`src/include/qc_settings.svh`:
```
`ifndef QC_SETTINGS_SVH
`define QC_SETTINGS_SVH

////////////////////////////////////////
// Data path widths
////////////////////////////////////////

// Monitor input and Q-control output
`define QC_SAMPLE_W    16
// Signed loop gain
`define QC_GAIN_W      16

////////////////////////////////////////
// Delay line and scaling
////////////////////////////////////////

// log2 of delay memory depth, 8192 words
`define QC_PHASE_LEN2  13
// Input cycles per stored sample
`define QC_DECIM       4
// Lowest product bit kept in output
`define QC_OUT_SHIFT   13

`endif

```
`src/source/qc_pkg.sv`:
```
`include "qc_settings.svh"

package qc_pkg;

    ////////////////////////////////////////
    // Q-control data types
    ////////////////////////////////////////

    // Monitor sample, also the stored word
    typedef logic signed [`QC_SAMPLE_W-1:0] sample_t;

    // Loop gain, two's complement
    typedef logic signed [`QC_GAIN_W-1:0] gain_t;

    // Delay memory address and write pointer
    // Wraps naturally at the memory depth
    typedef logic [`QC_PHASE_LEN2-1:0] phase_addr_t;

    // Full gain x sample product
    // 16 x 16 signed fits exactly in 32 bits
    typedef logic signed [31:0] product_t;

endpackage

```
`src/source/qc_mem_if.sv`:
```
`timescale 1ns/100ps

interface qc_mem_if
    import qc_pkg::*;
();

    ////////////////////////////////////////
    // One requester's memory port
    ////////////////////////////////////////

    // Request, held until granted
    logic        req;
    // Accepted this cycle
    logic        grant;
    // High for write, low for read
    logic        we;
    phase_addr_t addr;
    sample_t     wdata;
    // Valid one cycle after a granted read
    sample_t     rdata;

    // Side issuing accesses
    modport requester (
        output req,
        output we,
        output addr,
        output wdata,
        input  grant,
        input  rdata
    );

    // Side serving accesses
    modport arbiter (
        input  req,
        input  we,
        input  addr,
        input  wdata,
        output grant,
        output rdata
    );

endinterface

```
`src/source/delay_line_writer.sv`:
```
`timescale 1ns/100ps

`include "qc_settings.svh"

module delay_line_writer
    import qc_pkg::*;
(
    input  logic         a_clk,
    input  logic         rst_n,
    input  sample_t      sig_in,
    qc_mem_if.requester  mem,
    output logic         sample_tick,
    output phase_addr_t  wr_ptr
);

    localparam int CNT_W = $clog2(`QC_DECIM);

    // Decimation phase
    logic [CNT_W-1:0] dec_cnt;
    // Captured sample awaiting its write slot
    sample_t          wr_sample;
    logic             wr_req;

    ////////////////////////////////////////
    // Decimation by QC_DECIM
    ////////////////////////////////////////

    // Last phase of each group is the tick
    assign sample_tick = (dec_cnt == CNT_W'(`QC_DECIM - 1));

    always_ff @(posedge a_clk)
    begin
        if (!rst_n)
        begin
            dec_cnt <= '0;
            wr_req  <= 1'b0;
            wr_ptr  <= '0;
        end
        else
        begin
            dec_cnt <= sample_tick ? '0 : dec_cnt + 1'b1;
            // Write done, step to next slot
            if (wr_req && mem.grant)
            begin
                wr_req <= 1'b0;
                wr_ptr <= wr_ptr + 1'b1;
            end
            // New sample, request a write
            if (sample_tick)
            begin
                wr_req <= 1'b1;
            end
        end
    end

    // Sample capture, payload only
    always_ff @(posedge a_clk)
    begin
        if (sample_tick)
        begin
            wr_sample <= sig_in;
        end
    end

    ////////////////////////////////////////
    // Memory request
    ////////////////////////////////////////

    // Pointer holds until granted, so it is the write address
    assign mem.req   = wr_req;
    assign mem.we    = 1'b1;
    assign mem.addr  = wr_ptr;
    assign mem.wdata = wr_sample;

endmodule

```
`src/flat_wrapper.sv`:
```
// flat-port wrapper written by rule: the top's interface ports become plain ports
module delay_line_writer_flat import qc_pkg::*;
  (a_clk, rst_n, sig_in, sample_tick, wr_ptr, mem_req, mem_we, mem_addr, mem_wdata, mem_grant, mem_rdata);
  qc_mem_if mem_i ();
  input  logic a_clk;
  input  logic rst_n;
  input  sample_t sig_in;
  output logic sample_tick;
  output phase_addr_t wr_ptr;
  output wire logic [$bits(mem_i.req)-1:0] mem_req;
  output wire logic [$bits(mem_i.we)-1:0] mem_we;
  output wire logic [$bits(mem_i.addr)-1:0] mem_addr;
  output wire logic [$bits(mem_i.wdata)-1:0] mem_wdata;
  input wire logic [$bits(mem_i.grant)-1:0] mem_grant;
  input wire logic [$bits(mem_i.rdata)-1:0] mem_rdata;
  assign mem_req = mem_i.req;
  assign mem_we = mem_i.we;
  assign mem_addr = mem_i.addr;
  assign mem_wdata = mem_i.wdata;
  assign mem_i.grant = mem_grant;
  assign mem_i.rdata = mem_rdata;
  delay_line_writer u_core (.a_clk(a_clk), .rst_n(rst_n), .sig_in(sig_in), .mem(mem_i), .sample_tick(sample_tick), .wr_ptr(wr_ptr));
endmodule
```
`config.mk`:
```
export PLATFORM = sky130hd
export DESIGN_NAME = delay_line_writer_flat
export DESIGN_NICKNAME = d
export VERILOG_FILES = /design/src/source/qc_pkg.sv /design/src/source/qc_mem_if.sv /design/src/source/delay_line_writer.sv /design/src/flat_wrapper.sv
export VERILOG_INCLUDE_DIRS = /design/src /design/src/include
export SDC_FILE = /design/constraint.sdc
export NUM_CORES = 1
export LEC_CHECK = 0
export BUFFER_PORTS_ARGS = -buffer_cell sky130_fd_sc_hd__buf_4
export CORE_MARGIN = 10
export CORE_UTILIZATION = 35
export CTS_BUF_LIST = sky130_fd_sc_hd__clkbuf_8 sky130_fd_sc_hd__clkbuf_16
export CTS_CLUSTER_DIAMETER = 50
export DETAILED_ROUTE_END_ITERATION = 8
export GPL_TIMING_DRIVEN = 0
export PLACE_DENSITY = 0.79
export SLEW_MARGIN = 10
export SYNTH_ARGS = -nofsm -noshare
export SYNTH_HDL_FRONTEND = slang
export SYNTH_SLANG_ARGS = --single-unit
export TNS_END_PERCENT = 50
```
`constraint.sdc`:
```
create_clock -name a_clk -period 1.8 [get_ports a_clk]
set_input_delay 0 -clock a_clk [delete_from_list [all_inputs] [get_ports a_clk]]
set_output_delay 0 -clock a_clk [all_outputs]
set_load 0.02 [all_outputs]
```
==> results.json <==
{
  "fin_nets": 232,
  "worstHoldPathCells": 3,
  "top_layer": "met4",
  "yosys-top-cells-area": "edfxtp_1, dfxtp_1, buf_4",
  "post-place-ws_ns": 0.230,
  "hold-path-endpoint": "u_core.mem.addr[12]",
  "avgSynthCellArea_sq_um": 11.7,
  "dp_hpwl_mm": 2.42,
  "status": "finished clean",
  "fin_worst_hold_slack_ns": 0.0182,
  "post-cts-setup-buffer-count": 0,
  "ir_drop_mv": 0.337,
  "clock-sinks": 32,
  "pin_count": 80,
  "synth_nets": 147,
  "cp.depth": 4,
  "max_cap_violations": 0,
  "fin_ws_ns": 0.211,
  "coreArea_sq_um": 3440,
  "critPathBufInv": 0,
  "via_per_inst": 4.49,
  "power_density_nw_per_um2": 738,
  "rrSetupSlack_ns": 0.21,
  "p_leak_nw": 0.885,
  "yosys.area.top_type": "edfxtp_1",
  "syn_area_sq_um": 1290,
  "final-hold-violation-count": 0,
  "insertedDiodeCount": 0,
  "drt_wl_total_mm": 3.35,
  "vias": 1086,
  "critPathLaunchType": "flip-flop",
  "yosys_warnings": 0,
  "layout-drive-gt1-share_pct": 43.4,
  "areaGrowthSynthToFinish_pct": 60.8,
  "fp.dieW_um": 80.7,
  "crit_required_ns": 2.01,
  "clockRootBuffer": "clkbuf_8",
  "grt_overflow": 0,
  "cp_slowest_cell": "or4_1",
  "min_period_ns": 1.59,
  "seqCellArea_sq_um": 801,
  "r2r-start": "u_core.mem.addr[0]",
  "clk_pin_slew_ns": 0.06,
  "maxSlewHeadroom_pct": 49.0,
  "synth-seq-cells": 32,
  "wl_met3_um": 411,
  "final_antenna_net_count": 0,
  "critPathMaxFanout": 9,
  "crit_chain": "ha_1 > nand3_2 > or4_1 > a21oi_1",
  "multi_input_area_sq_um": 355,
  "initial_utilization_pct": 37.4,
  "numCtsBuffers": 5,
  "setup.worst_path.class": "reg2reg",
  "cts_buffer_depth": 2,
  "grt_pass1_wl_mm": 5.28,
  "grt_max_degree": 21,
  "routedWlPerCell_um": 13.8,
  "gp_congestion": 0.772,
  "ys_types": 25,
  "grt.total_usage_pct": 10.4,
  "r2r_cells": 4,
  "clk_latency_ns": 0.28,
  "dieArea_sq_um": 6500,
  "synth_top_area_share_pct": 37.3,
  "drc_errors": 0,
  "cts_max_level": 2,
  "crit_path_max_incr_delay_ns": 0.55,
  "row_count": 21,
  "hold_class": "in2reg",
  "ys_seq_area_share_pct": 62.2,
  "first_iter_violations": 36,
  "grt_setup_unrepaired": "false",
  "cts_tree": "built",
  "critPathArrivalTime_ns": 1.80,
  "grt_antenna_before_repair": 0,
  "die_h_um": 80.7,
  "critPathCaptureType": "flip-flop",
  "period_share_pct": 88.3,
  "hold_start": "rst_n",
  "final-setup-viol-count": 0,
  "num-fill-cells": 280,
  "grt_pass1_vias": 1119,
  "m1WireLength_mm": 1.41,
  "syn_inst": 110,
  "tns_ns": 0,
  "worstMarginPinSlew_ns": 0.766,
  "r2r_end": "u_core.mem.addr[8]",
  "io_buffers": 62,
  "dr.pass1.iters": 4,
  "clock.fmax_mhz": 629,
  "skew_ns": 0.00680,
  "crit_family": "simple AND/OR/NAND/NOR gates",
  "maxSlewViolCount": 0,
  "met2RoutedLength_mm": 1.50
}
[through the flow]
stage / std cells / power, mW / instance area (sq um) / utilization, %
floorplan: 110 / 0.866 / 1290 / -
global placement: 218 / 0.930 / 1810 / 52.6
detailed placement: 218 / 0.933 / 1810 / 52.6
CTS: 242 / 1.55 / 2070 / 60.2
global route: 242 / 1.60 / 2070 / 60.2
finish: 242 / 1.53 / 2070 / 60.2
[cell families (layout without fill, tap and decap cells)]
logic type	count (synthesis)	after routing	share of synthesized area [%]
simple gates	33	33	14.7
mux	3	3	2.33
other cells	1	1	0.291
xor+xnor	2	2	1.36
compound gates	16	16	7.00
fa+ha+maj	2	2	1.94
buf+inv	21	107	10.2
flops	32	32	62.2
[cell usage in the layout, fill, tap and decap left out, types with 3 or more instances in the layout]
cell / instances
buf_4: 76
dlygate4sd3_1: 16
dfxtp_1: 16
edfxtp_1: 16
a21oi_1: 9
nand2_1: 8
clkbuf_8: 7
inv_1: 6
nand3_1: 4
o31ai_1: 4
or4_1: 4
o21ai_0: 3
or3_1: 3
nor2_1: 3
nand2b_1: 3
nor4_1: 3
mux2i_1: 3
[power breakdown]
part,internal [mW],switching (mW),total (mW)
Sequential,0.791,0.00923,0.801
Clock,0.343,0.241,0.583
Combinational,0.0786,0.0661,0.145
Total,1.21,0.316,1.53
[how the worst max path moves through the flow]
stage,to,slack (ns),start
after floorplan,u_core.mem.addr[8],0.23,u_core.mem.addr[0]
after global placement,u_core.mem.addr[8],0.25,u_core.mem.addr[0]
after detailed placement,u_core.mem.addr[8],0.23,u_core.mem.addr[0]
after CTS,u_core.mem.addr[8],0.19,u_core.mem.addr[0]
after global routing,u_core.mem.addr[8],0.11,u_core.mem.addr[0]
final,u_core.mem.addr[8],0.21,u_core.mem.addr[0]
[routing by layer]
layer | up-vias | global-route usage, %
met5 | - | 0
met4 | 0 | 3.11
met3 | 4 | 7.02
met2 | 52 | 16.3
met1 | 476 | 11.0
li1 | 554 | -
[cell type report]
| cell class | count | area share, % |
|---|---|---|
| inverter | 5 | 0.906 |
| clock inverter | 1 | 0.181 |
| clock buffer | 7 | 4.65 |
| multi-input combinational | 57 | 17.2 |
| buffer | 16 | 5.44 |
| timing repair buffer | 78 | 30.2 |
| tap | 46 | 2.78 |
| sequential | 32 | 38.7 |
[registers in the layout, summed over array words and instances (netlist names)]
register	flops
u_core.dec_cnt	2
u_core.mem.addr	13
u_core.mem.req	1
u_core.mem.wdata	16
[repair_timing]
item,4_1_cts,5_1_grt
hold buffers,16,0
gates resized for setup,0,0
hold endpoints to repair,16,0
setup endpoints to repair,0,0
[worst reg2reg max path, stage by stage (launching register included)]
cell,delay (ns)
dfxtp_1,0.43
ha_1,0.20
nand3_2,0.18
or4_1,0.55
a21oi_1,0.16
[cell usage after synthesis (all sizes together)]
cell type and instances:
nor3 1, edfxtp 16, xor2 1, conb 1, or4 4, nand4 2, nand2 8, nor3b 1
o31ai 4, ha 2, nand3 5, a21oi 9, or3 3, buf 14, dfxtp 16, nor2 3
mux2i 3, nand2b 3, clkbuf 2, inv 5, o21ai 3, nor4 3, xnor2 1
Note: power is estimated with default switching activity, not from simulation.
