<file path="src/include/qc_settings.svh">
`ifndef QC_SETTINGS_SVH
`define QC_SETTINGS_SVH

////////////////////////////////////////
// Data path widths
////////////////////////////////////////

// Monitor input and Q-control output
`define QC_SAMPLE_W    16
// Signed loop gain
`define QC_GAIN_W      16

////////////////////////////////////////
// Delay line and scaling
////////////////////////////////////////

// log2 of delay memory depth, 8192 words
`define QC_PHASE_LEN2  13
// Input cycles per stored sample
`define QC_DECIM       4
// Lowest product bit kept in output
`define QC_OUT_SHIFT   13

`endif

</file>
<file path="src/source/qc_pkg.sv">
`include "qc_settings.svh"

package qc_pkg;

    ////////////////////////////////////////
    // Q-control data types
    ////////////////////////////////////////

    // Monitor sample, also the stored word
    typedef logic signed [`QC_SAMPLE_W-1:0] sample_t;

    // Loop gain, two's complement
    typedef logic signed [`QC_GAIN_W-1:0] gain_t;

    // Delay memory address and write pointer
    // Wraps naturally at the memory depth
    typedef logic [`QC_PHASE_LEN2-1:0] phase_addr_t;

    // Full gain x sample product
    // 16 x 16 signed fits exactly in 32 bits
    typedef logic signed [31:0] product_t;

endpackage

</file>
<file path="src/source/qc_mem_if.sv">
`timescale 1ns/100ps

interface qc_mem_if
    import qc_pkg::*;
();

    ////////////////////////////////////////
    // One requester's memory port
    ////////////////////////////////////////

    // Request, held until granted
    logic        req;
    // Accepted this cycle
    logic        grant;
    // High for write, low for read
    logic        we;
    phase_addr_t addr;
    sample_t     wdata;
    // Valid one cycle after a granted read
    sample_t     rdata;

    // Side issuing accesses
    modport requester (
        output req,
        output we,
        output addr,
        output wdata,
        input  grant,
        input  rdata
    );

    // Side serving accesses
    modport arbiter (
        input  req,
        input  we,
        input  addr,
        input  wdata,
        output grant,
        output rdata
    );

endinterface

</file>
<file path="src/source/qc_tap_reader.sv">
`timescale 1ns/100ps

`include "qc_settings.svh"

module qc_tap_reader
    import qc_pkg::*;
(
    input  logic         a_clk,
    input  logic         rst_n,
    input  logic         sample_tick,
    input  phase_addr_t  wr_ptr,
    input  logic         qc_enable,
    input  gain_t        qc_gain,
    input  logic [15:0]  qc_delay,
    qc_mem_if.requester  mem,
    output sample_t      qc_out,
    output logic         qc_out_valid
);

    // Top product bit kept, 27 for 16 bit samples
    localparam int OUT_MSB = `QC_OUT_SHIFT + `QC_SAMPLE_W - 2;

    // Settings captured at the current tick
    logic        en_reg;
    gain_t       gain_reg;
    phase_addr_t delay_reg;

    // Settings from the previous tick, used for this read
    logic        op_en;
    gain_t       op_gain;

    // Read request
    logic        rd_req;
    phase_addr_t rd_addr;
    // Granted read, data on rdata this cycle
    logic        data_pending;

    product_t    product;

    ////////////////////////////////////////
    // Settings and read issue
    ////////////////////////////////////////
    always_ff @(posedge a_clk)
    begin
        if (!rst_n)
        begin
            en_reg       <= 1'b0;
            delay_reg    <= '0;
            op_en        <= 1'b0;
            rd_req       <= 1'b0;
            data_pending <= 1'b0;
        end
        else
        begin
            // Granted reads return next cycle
            data_pending <= rd_req & mem.grant;
            if (rd_req && mem.grant)
            begin
                rd_req <= 1'b0;
            end
            if (sample_tick)
            begin
                // Address from the delay set one tick ago
                // Delay 0 lands on the slot about to be overwritten
                rd_addr   <= wr_ptr + delay_reg;
                rd_req    <= 1'b1;
                op_en     <= en_reg;
                en_reg    <= qc_enable;
                delay_reg <= qc_delay[`QC_PHASE_LEN2-1:0];
            end
        end
    end

    // Gain path, payload only
    always_ff @(posedge a_clk)
    begin
        if (sample_tick)
        begin
            op_gain  <= gain_reg;
            gain_reg <= qc_gain;
        end
    end

    // Read-only requester
    assign mem.req   = rd_req;
    assign mem.we    = 1'b0;
    assign mem.addr  = rd_addr;
    assign mem.wdata = '0;

    ////////////////////////////////////////
    // Gain multiply and output scaling
    ////////////////////////////////////////
    assign product = op_gain * mem.rdata;

    // Keep bits 27..13, sign from bit 27, wraps on overflow
    always_ff @(posedge a_clk)
    begin
        if (!rst_n)
        begin
            qc_out       <= '0;
            qc_out_valid <= 1'b0;
        end
        else
        begin
            qc_out_valid <= data_pending;
            if (data_pending)
            begin
                qc_out <= op_en ? {product[OUT_MSB], product[OUT_MSB:`QC_OUT_SHIFT]} : '0;
            end
        end
    end

endmodule

</file>
<file path="src/flat_wrapper.sv">
// flat-port wrapper written by rule: the top's interface ports become plain ports
module qc_tap_reader_flat import qc_pkg::*;
  (a_clk, rst_n, sample_tick, wr_ptr, qc_enable, qc_gain, qc_delay, qc_out, qc_out_valid, mem_req, mem_we, mem_addr, mem_wdata, mem_grant, mem_rdata);
  qc_mem_if mem_i ();
  input  logic a_clk;
  input  logic rst_n;
  input  logic sample_tick;
  input  phase_addr_t wr_ptr;
  input  logic qc_enable;
  input  gain_t qc_gain;
  input  logic [15:0] qc_delay;
  output sample_t qc_out;
  output logic qc_out_valid;
  output wire logic [$bits(mem_i.req)-1:0] mem_req;
  output wire logic [$bits(mem_i.we)-1:0] mem_we;
  output wire logic [$bits(mem_i.addr)-1:0] mem_addr;
  output wire logic [$bits(mem_i.wdata)-1:0] mem_wdata;
  input wire logic [$bits(mem_i.grant)-1:0] mem_grant;
  input wire logic [$bits(mem_i.rdata)-1:0] mem_rdata;
  assign mem_req = mem_i.req;
  assign mem_we = mem_i.we;
  assign mem_addr = mem_i.addr;
  assign mem_wdata = mem_i.wdata;
  assign mem_i.grant = mem_grant;
  assign mem_i.rdata = mem_rdata;
  qc_tap_reader u_core (.a_clk(a_clk), .rst_n(rst_n), .sample_tick(sample_tick), .wr_ptr(wr_ptr), .qc_enable(qc_enable), .qc_gain(qc_gain), .qc_delay(qc_delay), .mem(mem_i), .qc_out(qc_out), .qc_out_valid(qc_out_valid));
endmodule
</file>
<file path="config.mk">
export PLATFORM = sky130hd
export DESIGN_NAME = qc_tap_reader_flat
export DESIGN_NICKNAME = d
export VERILOG_FILES = /design/src/source/qc_pkg.sv /design/src/source/qc_mem_if.sv /design/src/source/qc_tap_reader.sv /design/src/flat_wrapper.sv
export VERILOG_INCLUDE_DIRS = /design/src /design/src/include
export SDC_FILE = /design/constraint.sdc
export NUM_CORES = 1
export LEC_CHECK = 0
export BUFFER_PORTS_ARGS = -buffer_cell sky130_fd_sc_hd__buf_2
export CORE_UTILIZATION = 35
export CTS_CLUSTER_DIAMETER = 60
export DETAILED_ROUTE_END_ITERATION = 12
export SYNTH_ARGS = -nofsm -noshare
export SYNTH_HDL_FRONTEND = slang
export SYNTH_SLANG_ARGS = --single-unit
</file>
<file path="constraint.sdc">
create_clock -name a_clk -period 6.84 [get_ports a_clk]
set_input_delay 2.052 -clock a_clk [delete_from_list [all_inputs] [get_ports a_clk]]
set_output_delay 2.052 -clock a_clk [all_outputs]
set_load 0.03 [all_outputs]
</file>
==> Implementation_results.wiki, run 1 <==
{| class="wikitable"
! Metric !! Value
|-
| Starting density of the core || 35.7%
|-
| Post-detailed-placement cell area || about 0.013 mm²
|-
| Iteration count of the initial detailed-routing pass || 4
|-
| Total setup violations reported at the end of the flow || 12
|-
| Critical Path Source Type || input port
|-
| Via count of the first global-routing pass || around 8,600
|-
| Total via count after detailed routing || 7,947
|-
| Synthesized area per cell || 9.84 µm²
|-
| Antenna violations before repair || 0
|-
| Synth Instances || 1,182
|-
| Filler cell count in the final layout || 3,183
|-
| Root cell of the clock tree || clkbuf_16
|-
| Share of the synthesized area in the top cell type || 39.4%
|-
| Global routing usage summed across all routing layers || 16.4%
|-
| Most common library cell in the layout ignoring fill and taps || inv_1
|-
| CP max FO || 7
|-
| Detail-routed net length per standard cell || 14.5 µm
|-
| Post-route cell area || 0.0140 mm²
|-
| Post-CTS Hold Fix Bufs || 0
|-
| #FFs+latches synth || 78
|-
| Number of violations reported at the end of detailed-routing iteration 0 || 243
|-
| Sequential cell area in the final layout || 0.00201 mm²
|-
| Post-route non-filler standard cell count || 1,783
|-
| Port Buffers || 93
|-
| Path type of the worst setup path || in2reg
|-
| Cell taking the most area after synthesis || fa_1
|-
| Setup crit start || mem_rdata[3]
|-
| Placer Congestion || slightly above 0.8
|-
| Share of post-route cells with drive strength above 1 || 22.2%
|-
| Largest net degree at the start of global routing || 50
|-
| Syn-to-layout area delta || 20.3%
|-
| Worst-Skew Late Latency || 330 ps
|-
| Worst path most repeated cell || fa_1
|-
| Die Wd || 184 µm
|-
| Final Hold Viols || 0
|-
| Slew at the pin closest to its max-slew limit || 831 ps
|-
| CTS Buf Count || 9
|-
| Post-Syn Area || 0.0116 mm²
|-
| Hold Path Origin || u_core.gain_reg[7]$_DFFE_PP_
|-
| Area of the die || 0.0340 mm²
|-
| Critical path's slowest cell || fa_1
|-
| Post-route clock period utilization || 103%
|-
| Sink of the worst hold path || u_core.op_gain[7]$_DFFE_PP_
|-
| Final Skew || 7.18 ps
|-
| Class of the worst hold path || reg2reg
|-
| Number of enable-type register cells in the synthesized netlist || 45
|-
| Clock period minus worst slack || slightly above 7000 ps
|-
| DPL Wire Length || between 20 and 25 mm
|-
| Placement Rows || between 60 and 70
|-
| Vertical die dimension || 184 µm
|-
| Unrepaired setup endpoints after global routing || yes
|-
| Area taken by multi-input logic gates || a little under 0.009 mm²
|-
| Buf+Inv Stages, Crit Path || 6
|-
| Worst R2R Setup Slack || 750 ps
|-
| TritonCTS Sinks || ~80
|-
| Netlist cell types || 45
|-
| Worst relative slew slack || 44.6%
|-
| Crit path setup slack, layout || -222 ps
|-
| Total core area || 0.0326 mm²
|-
| Family of cells with the greatest summed delay on the critical path || adder cells
|-
| Final-stage net count || 1,717
|-
| Count of pins over their slew limit || 0
|-
| Detailed-route DRC error count || 0
|-
| Post-placement setup slack || -868 ps
|-
| Critical Path RT || 7050 ps
|-
| Clock-pin slew of the registers on the worst-case setup and hold paths || 60 ps
|-
| Fraction of synthesis flops using an asynchronous set or reset pin || 0%
|-
| Yosys synthesis warning count || 0
|-
| Largest incremental delay on the critical path || between 500 and 600 ps
|-
| Run status || complete, but fails checks
|-
| Number of cells traversed by the worst hold path || 0
|-
| Maxcap violations || 0
|-
| Count of pins on the block boundary || 114
|-
| Worst path arrival time || 7270 ps
|-
| First-pass GRT wire length || 43.7 mm
|-
| Antenna Violating Nets Remaining || 0
|-
| Cell-by-cell trace of the critical path || buf_12, and2_4, fa_1, inv_1, fa_1, fa_2, inv_2, fa_1, fa_1, inv_1, fa_1, inv_2, ha_4, or3_1, o211ai_1, nand3_2, a21oi_4, buf_4, o21ai_4, a311oi_2, xnor2_1, o21ai_1
|-
| Proportion of synthesized chip area in sequential cells || between 15 and 20%
|-
| Via/cell ratio || 4.46
|-
| Cell depth of the worst flop-to-flop path || 20
|-
| Aggregate global routing overflow || 0
|-
| Leading cell types in the layout, fill and taps excluded || inv_1 (251), fa_1 (213), nand2_1 (129), and2_1 (109), buf_4 (80)
|-
| Violations in the final reports || negative setup slack
|-
| Endpoint of the most critical register-to-register path || u_core.qc_out[14]$_SDFFE_PN0P_
|-
| Kind of capture point of the worst setup path || flip-flop
|-
| Achievable Freq || 142 MHz
|-
| RR Startpoint || u_core.op_gain[7]$_DFFE_PP_
|-
| Primary flip-flop cell chosen by synthesis mapping || edfxtp_1
|-
| H-Tree Level Count || 3
|-
| CTS Buffer Depth || 2
|-
| Biggest area contributors in the synthesized netlist || fa_1 (39%), edfxtp_1 (12%), ha_1 (9.3%)
|-
| Worst hold margin || approximately 420 ps
|-
| CTS tree || built
|-
| # placed instances || 1,754
|-
| Diode count || 0
|-
| Drt total wl || 25.8 mm
|}
[metal layers]
layer	GRT usage [%]	vias up	wire (µm)
met1	21.9	4005	11600
met3	2.27	24	980
met5	0	-	0
met4	3.60	0	367
met2	28.3	135	12800
li1	-	3783	-
[area by class of cell]
| class | count | share of cell area, % |
|---|---|---|
| clock inverter | 6 | 0.492 |
| inverter | 275 | 7.38 |
| clock buffer | 10 | 1.64 |
| tap | 442 | 3.95 |
| timing repair buffer | 184 | 10.0 |
| multi-input combinational | 788 | 62.1 |
| sequential | 78 | 14.4 |
[kinds of logic after synthesis]
family | count (synthesis) | synth area share (%)
AO/OA/AOI/OAI | 61 | 3.56
XOR/XNOR | 43 | 3.24
adder cells (fa/ha/maj) | 315 | 48.7
buffers and inverters | 332 | 11.3
flip-flops | 78 | 17.3
multiplexers | 16 | 1.38
other | 1 | 0.0322
AND/OR/NAND/NOR | 336 | 14.5
[per-stage QoR]
stage               util [%]  setup TNS, ps
finish                  42.9          -1350
global route            42.9          -4020
CTS                     42.3          -1390
detailed placement      40.3          -9000
global placement        40.3          -8850
floorplan                  -          -1070
[worst reg2reg max path, delay by kind of cell (launching register included)]
kind | cells | cell delay [ps]
compound gates | 5 | 700
xor+xnor | 1 | 150
fa+ha+maj | 7 | 3310
buf+inv | 4 | 300
flops | 1 | 870
simple gates | 3 | 650
[Yosys cell counts (3+ instances only)]
master    instances
nand2_1         137
nor2b_1          22
o21ai_0           8
a21o_1            6
o21a_1            4
and2_1          123
a21oi_2           4
ha_1             86
nor2_1           24
o22ai_1           6
clkbuf_1         37
dfxtp_1          33
a21oi_1           8
nor3_1            7
a211oi_1          3
xnor2_1          34
edfxtp_1         45
buf_4            18
nand4_1           4
xor2_1            9
mux2i_1          16
nand2b_1          4
fa_1            229
nand3_1           5
and3_1            3
inv_1           275
o21ai_1           9
[timing repair]
item                       CTS  global route
setup buffers                6             5
gates resized for setup     92            36
setup endpoints to repair   14            14
cloned                       1             1
pin swaps                   69            49
[how the worst max path moves through the flow]
stage	endpoint	slack (ps)	cells past startpoint
3_5_place_dp	u_core.qc_out[9]$_SDFFE_PN0P_	-870	24
6_report	u_core.qc_out[14]$_SDFFE_PN0P_	-220	22
2_1_floorplan	u_core.qc_out[14]$_SDFFE_PN0P_	-250	21
3_3_place_gp	u_core.qc_out[13]$_SDFFE_PN0P_	-800	23
5_1_grt	u_core.qc_out[14]$_SDFFE_PN0P_	-370	22
4_1_cts	u_core.qc_out[8]$_SDFFE_PN0P_	-240	22
Power of run 1 is left out: the tool's default activity adds up to more than one toggle a clock period on the data nets, which glitch-free logic cannot reach.
==> run 2, diff against run 1 <==
CORE_ASPECT_RATIO = 0.6   (was unset)
==> run 2 against run 1 <==
Net effect:
- register-to-register slack got worse by 60 ps
- maximum frequency fell by 0.79%
- wire length rose by 13%
- clock-buffer cell count fell by 1
- critical endpoint is now u_core.qc_out[13]$_SDFFE_PN0P_
- the run still ends with negative setup slack left
- worst hold slack improved by 1.1 ps
- die area barely moved
==> Implementation_results.wiki, run 2 (synthesis results as in run 1) <==
{| class="wikitable"
! Metric !! Value
|-
| CTS Buf Count || 9
|-
| Critical Path Source Type || input port
|-
| Worst path arrival time || 7330 ps
|-
| First-pass GRT wire length || around 48 mm
|-
| Hold Path Origin || u_core.gain_reg[15]$_DFFE_PP_
|-
| Antenna violations before repair || 0
|-
| Kind of capture point of the worst setup path || flip-flop
|-
| Final Hold Viols || 0
|-
| Filler cell count in the final layout || 3,165
|-
| Path type of the worst setup path || in2reg
|-
| Violations in the final reports || negative setup slack
|-
| Vertical die dimension || 143 µm
|-
| RR Startpoint || u_core.op_gain[4]$_DFFE_PP_
|-
| Iteration count of the initial detailed-routing pass || 5
|-
| Global routing usage summed across all routing layers || 18.3%
|-
| Total via count after detailed routing || 8,135
|-
| Number of violations reported at the end of detailed-routing iteration 0 || 466
|-
| Die Wd || 237 µm
|-
| Maxcap violations || 0
|-
| Starting density of the core || 35.7%
|-
| Detail-routed net length per standard cell || 16.5 µm
|-
| Worst hold margin || 419 ps
|-
| Run status || complete, but fails checks
|-
| Via count of the first global-routing pass || 8,692
|-
| Placement Rows || between 50 and 60
|-
| Most common library cell in the layout ignoring fill and taps || inv_1
|-
| Worst R2R Setup Slack || 690 ps
|-
| Largest net degree at the start of global routing || 50
|-
| Port Buffers || 93
|-
| Post-detailed-placement cell area || roughly 0.013 mm²
|-
| Antenna Violating Nets Remaining || 0
|-
| Leading cell types in the layout, fill and taps excluded || inv_1 (248), fa_1 (214), nand2_1 (125), and2_1 (109), buf_4 (82)
|-
| Achievable Freq || between 100 and 150 MHz
|-
| Worst-Skew Late Latency || 350 ps
|-
| Drt total wl || between 20 and 30 mm
|-
| CP max FO || 6
|-
| Clock-pin slew of the registers on the worst-case setup and hold paths || 70 ps
|-
| H-Tree Level Count || 3
|-
| Post-route clock period utilization || 104%
|-
| Final Skew || 12.1 ps
|-
| Crit path setup slack, layout || -279 ps
|-
| Critical Path RT || ~7000 ps
|-
| Post-placement setup slack || -1000 ps
|-
| Post-route cell area || approximately 0.014 mm²
|-
| Aggregate global routing overflow || 0
|-
| Cell depth of the worst flop-to-flop path || 20
|-
| Detailed-route DRC error count || 0
|-
| Number of cells traversed by the worst hold path || 0
|-
| TritonCTS Sinks || 78
|-
| Count of pins over their slew limit || 0
|-
| CTS tree || built
|-
| Count of pins on the block boundary || about 110
|-
| Class of the worst hold path || reg2reg
|-
| Placer Congestion || 0.881
|-
| CTS Buffer Depth || 2
|-
| Root cell of the clock tree || clkbuf_16
|-
| DPL Wire Length || 24.0 mm
|-
| Endpoint of the most critical register-to-register path || u_core.qc_out[13]$_SDFFE_PN0P_
|-
| Sink of the worst hold path || u_core.op_gain[15]$_DFFE_PP_
|-
| Via/cell ratio || 4.60
|-
| Total Neg Setup Slack || -1440 ps
|-
| Area of the die || approximately 0.034 mm²
|-
| Total core area || 0.0325 mm²
|-
| Slew at the pin closest to its max-slew limit || 943 ps
|-
| Syn-to-layout area delta || 21.7%
|-
| Unrepaired setup endpoints after global routing || yes
|-
| Share of post-route cells with drive strength above 1 || 23.5%
|-
| Clock period minus worst slack || between 7000 and 8000 ps
|-
| Diode count || 0
|-
| Final-stage net count || 1,722
|-
| Worst relative slew slack || 37.0%
|-
| Post-CTS Hold Fix Bufs || 0
|-
| Total setup violations reported at the end of the flow || 11
|}
run 2: cell types whose count changed in the layout (fill, tap and decap cells not counted), sizes merged:
cell      change
bufinv        -1
clkinvlp      +1
clkinv        -2
inv           +3
buf           +5
clkbuf        -1
run 2: worst max-delay path, stage by stage:
cell and delay [ps]:
buf_4 120, buf_6 120, buf_6 130, buf_4 130
buf_4 150, and2_1 170, fa_1 560, inv_1 100
fa_1 470, fa_1 560, inv_1 60, fa_1 470
fa_1 540, fa_1 450, ha_1 300, a21o_1 210
nor2_1 100, o211ai_1 90, buf_4 170, a31oi_4 130
xor2_1 170, o21ai_1 70
run 2: per-layer routing:
| metal | vias to the layer above | share of wire, % | wire (µm) | GRT usage, % |
|---|---|---|---|---|
| met5 | - | 0 | 0 | 0 |
| met4 | 0 | 1.1 | 326 | 3.57 |
| met3 | 19 | 5.3 | 1550 | 2.40 |
| met2 | 205 | 42 | 12300 | 26.4 |
| met1 | 4104 | 51 | 15000 | 28.9 |
| li1 | 3807 | - | - | - |
run 2: worst max path at each step:
stage | startpoint | end | cells past startpoint
after detailed placement | mem_rdata[4] | u_core.qc_out[13]$_SDFFE_PN0P_ | 23
after CTS | mem_rdata[6] | u_core.qc_out[13]$_SDFFE_PN0P_ | 24
final | mem_rdata[8] | u_core.qc_out[13]$_SDFFE_PN0P_ | 22
after global routing | mem_rdata[9] | u_core.qc_out[8]$_SDFFE_PN0P_ | 25
after floorplan | mem_rdata[4] | u_core.qc_out[14]$_SDFFE_PN0P_ | 21
after global placement | mem_rdata[1] | u_core.qc_out[13]$_SDFFE_PN0P_ | 24
run 2: area by class of cell:
class                           count  area [µm²]  area share (%)
Timing Repair Buffer              189        1480            10.4
Clock buffer                        9         225            1.59
Inverter                          275        1040            7.33
Multi-Input combinational cell    788        8810            62.2
Sequential cell                    78        2010            14.2
Clock inverter                      7        61.3           0.433
Tap cell                          424         531            3.75
run 2: through the flow:
| step | util, % | cells |
|---|---|---|
| floorplan | - | 1198 |
| global placement | 40.1 | 1733 |
| detailed placement | 40.1 | 1733 |
| CTS | 42.9 | 1764 |
| global route | 43.5 | 1770 |
| finish | 43.5 | 1770 |
run 2: what timing repair did:
action,CTS,global route
gates resized for setup,122,40
setup buffers,14,5
cloned,2,1
setup endpoints to repair,15,15
pin swaps,71,36
Power of run 2 is left out for the same reason.
==> run 3, diff against run 2 <==
==> constraint.sdc (replaced) <==
create_clock -name a_clk -period 6.84 [get_ports a_clk]
set_input_delay 1.026 -clock a_clk [delete_from_list [all_inputs] [get_ports a_clk]]
set_output_delay 1.026 -clock a_clk [all_outputs]
set_load 0.03 [all_outputs]
==> run 3 against run 2 <==
Net effect:
- the run now ends clean
- die area is the same
- via count shrank 6.6%
- wire length is 9.3% lower
- core utilization fell by 3.9 points
- clock-buffer cell count stayed put
- register-to-register slack got worse by 110 ps
- global-route usage is 1.3 points lower
==> Implementation_results.wiki, run 3 (synthesis results as in run 1) <==
{| class="wikitable"
! Metric !! Value
|-
| Run status || complete, no violations
|-
| Post-CTS Hold Fix Bufs || 0
|-
| Achievable Freq || 156 MHz
|-
| Post-route clock period utilization || roughly 94%
|-
| Count of pins over their slew limit || 0
|-
| Count of instances resized after the clock tree is built || 0
|-
| Sink of the worst hold path || u_core.op_gain[14]$_DFFE_PP_
|-
| Share of post-route cells with drive strength above 1 || 11.0%
|-
| Placer Congestion || 0.848
|-
| Area of the die || 0.0340 mm²
|-
| Global routing usage summed across all routing layers || 17.0%
|-
| CTS tree || built
|-
| Iteration count of the initial detailed-routing pass || 5
|-
| Critical Path RT || 7130 ps
|-
| Aggregate global routing overflow || 0
|-
| Path type of the worst setup path || in2reg
|-
| DPL Wire Length || 22.6 mm
|-
| Die Wd || 237 µm
|-
| Post-route cell area || around 0.013 mm²
|-
| Post-detailed-placement cell area || approximately 0.013 mm²
|-
| Syn-to-layout area delta || 10.7%
|-
| Clock-pin slew of the registers on the worst-case setup and hold paths || 60 ps
|-
| Final Skew || 9.80 ps
|-
| Final-stage net count || ~1,600
|-
| Worst-Skew Late Latency || 350 ps
|-
| CTS Buf Count || 9
|-
| Port Buffers || 93
|-
| Total core area || 0.0325 mm²
|-
| Slew at the pin closest to its max-slew limit || 710 ps
|-
| Antenna violations before repair || 1
|-
| Drt total wl || around 26 mm
|-
| Total via count after detailed routing || roughly 7,600
|-
| Worst path arrival time || 6720 ps
|-
| H-Tree Level Count || 3
|-
| Unrepaired setup endpoints after global routing || no
|-
| Vertical die dimension || 143 µm
|-
| Largest net degree at the start of global routing || 50
|-
| Clock period minus worst slack || 6430 ps
|-
| TritonCTS Sinks || a little under 80
|-
| Hold Path Origin || u_core.gain_reg[14]$_DFFE_PP_
|-
| Placement Rows || 51
|-
| RR Startpoint || u_core.op_gain[8]$_DFFE_PP_
|-
| Total Neg Setup Slack || 0 ps
|-
| Root cell of the clock tree || clkbuf_16
|-
| Number of cells traversed by the worst hold path || 0
|-
| Maxcap violations || 0
|-
| Kind of capture point of the worst setup path || flip-flop
|-
| Worst relative slew slack || approximately 53%
|-
| Endpoint of the most critical register-to-register path || u_core.qc_out[9]$_SDFFE_PN0P_
|-
| CP max FO || 13
|-
| Filler cell count in the final layout || around 3,200
|-
| Worst R2R Setup Slack || slightly below 600 ps
|-
| Total setup violations reported at the end of the flow || 0
|-
| CTS Buffer Depth || 2
|-
| Most common library cell in the layout ignoring fill and taps || inv_1
|-
| Number of violations reported at the end of detailed-routing iteration 0 || 600
|-
| Cell depth of the worst flop-to-flop path || 20
|-
| Count of pins on the block boundary || 114
|-
| Class of the worst hold path || reg2reg
|-
| Detailed-route DRC error count || 0
|-
| Critical Path Source Type || input port
|-
| Starting density of the core || between 30% and 40%
|-
| Final Hold Viols || 0
|-
| Via count of the first global-routing pass || roughly 8,000
|-
| Antenna Violating Nets Remaining || 0
|-
| Post-CTS Setup Bufs || 0
|-
| Detail-routed net length per standard cell || between 15 and 20 µm
|-
| First-pass GRT wire length || 44.4 mm
|-
| Leading cell types in the layout, fill and taps excluded || inv_1 (275), fa_1 (229), nand2_1 (137), and2_1 (123), buf_2 (93)
|-
| Via/cell ratio || roughly 4.5
|}
==> run 3: metal layers <==
layer	wire length, µm	track usage (%)	vias to the layer above
met5	0	0	-
met4	274	3.50	0
met3	1820	3.25	17
met2	10300	22.8	215
met1	14100	27.5	3719
li1	-	-	3649
==> run 3: worst max path at each step <==
stage	start	endpoint	slack, ps	depth (start not counted)
floorplan	mem_rdata[7]	u_core.qc_out[14]$_SDFFE_PN0P_	520	23
global placement	mem_rdata[7]	u_core.qc_out[14]$_SDFFE_PN0P_	40	22
detailed placement	mem_rdata[7]	u_core.qc_out[14]$_SDFFE_PN0P_	70	22
CTS	mem_rdata[7]	u_core.qc_out[14]$_SDFFE_PN0P_	420	22
global route	mem_rdata[7]	u_core.qc_out[9]$_SDFFE_PN0P_	70	22
finish	mem_rdata[7]	u_core.qc_out[9]$_SDFFE_PN0P_	410	22
==> run 3: critical path: stages <==
cell and delay [ps]:
buf_2 150, buf_4 210, nand2_1 100, fa_1 560, inv_1 50, fa_1 480, fa_1 620, fa_1 500
fa_1 520, inv_1 50, fa_1 480, inv_1 40, ha_1 340, nand2_1 80, nor3_1 290, o2111ai_1 170
nand3_1 200, a21oi_2 130, nor2b_1 170, o21ai_1 90, a211oi_1 270, o21a_1 170
==> run 3: area by class of cell <==
type / instances / area [µm²] / share of cell area [%]
clock inverter: 7 / 63.8 / 0.496
multi-input combinational: 788 / 8360 / 65.0
tap: 424 / 531 / 4.12
clock buffer: 9 / 225 / 1.75
timing repair buffer: 116 / 638 / 4.96
inverter: 275 / 1030 / 8.02
sequential: 78 / 2010 / 15.6
antenna: 1 / 2.50 / 0.0194
==> run 3: metrics by stage <==
stage | hold WS, ps | worst slack [ps] | utilization (%) | instances
6_report | 420 | 411 | 39.5 | 1698
3_5_place_dp | 405 | 74.8 | 38.6 | 1681
3_3_place_gp | 404 | 42.2 | 38.6 | 1681
2_1_floorplan | 400 | 518 | - | 1198
5_1_grt | 426 | 69.1 | 39.5 | 1698
4_1_cts | 419 | 415 | 39.5 | 1697
Power of run 3 is left out for the same reason.
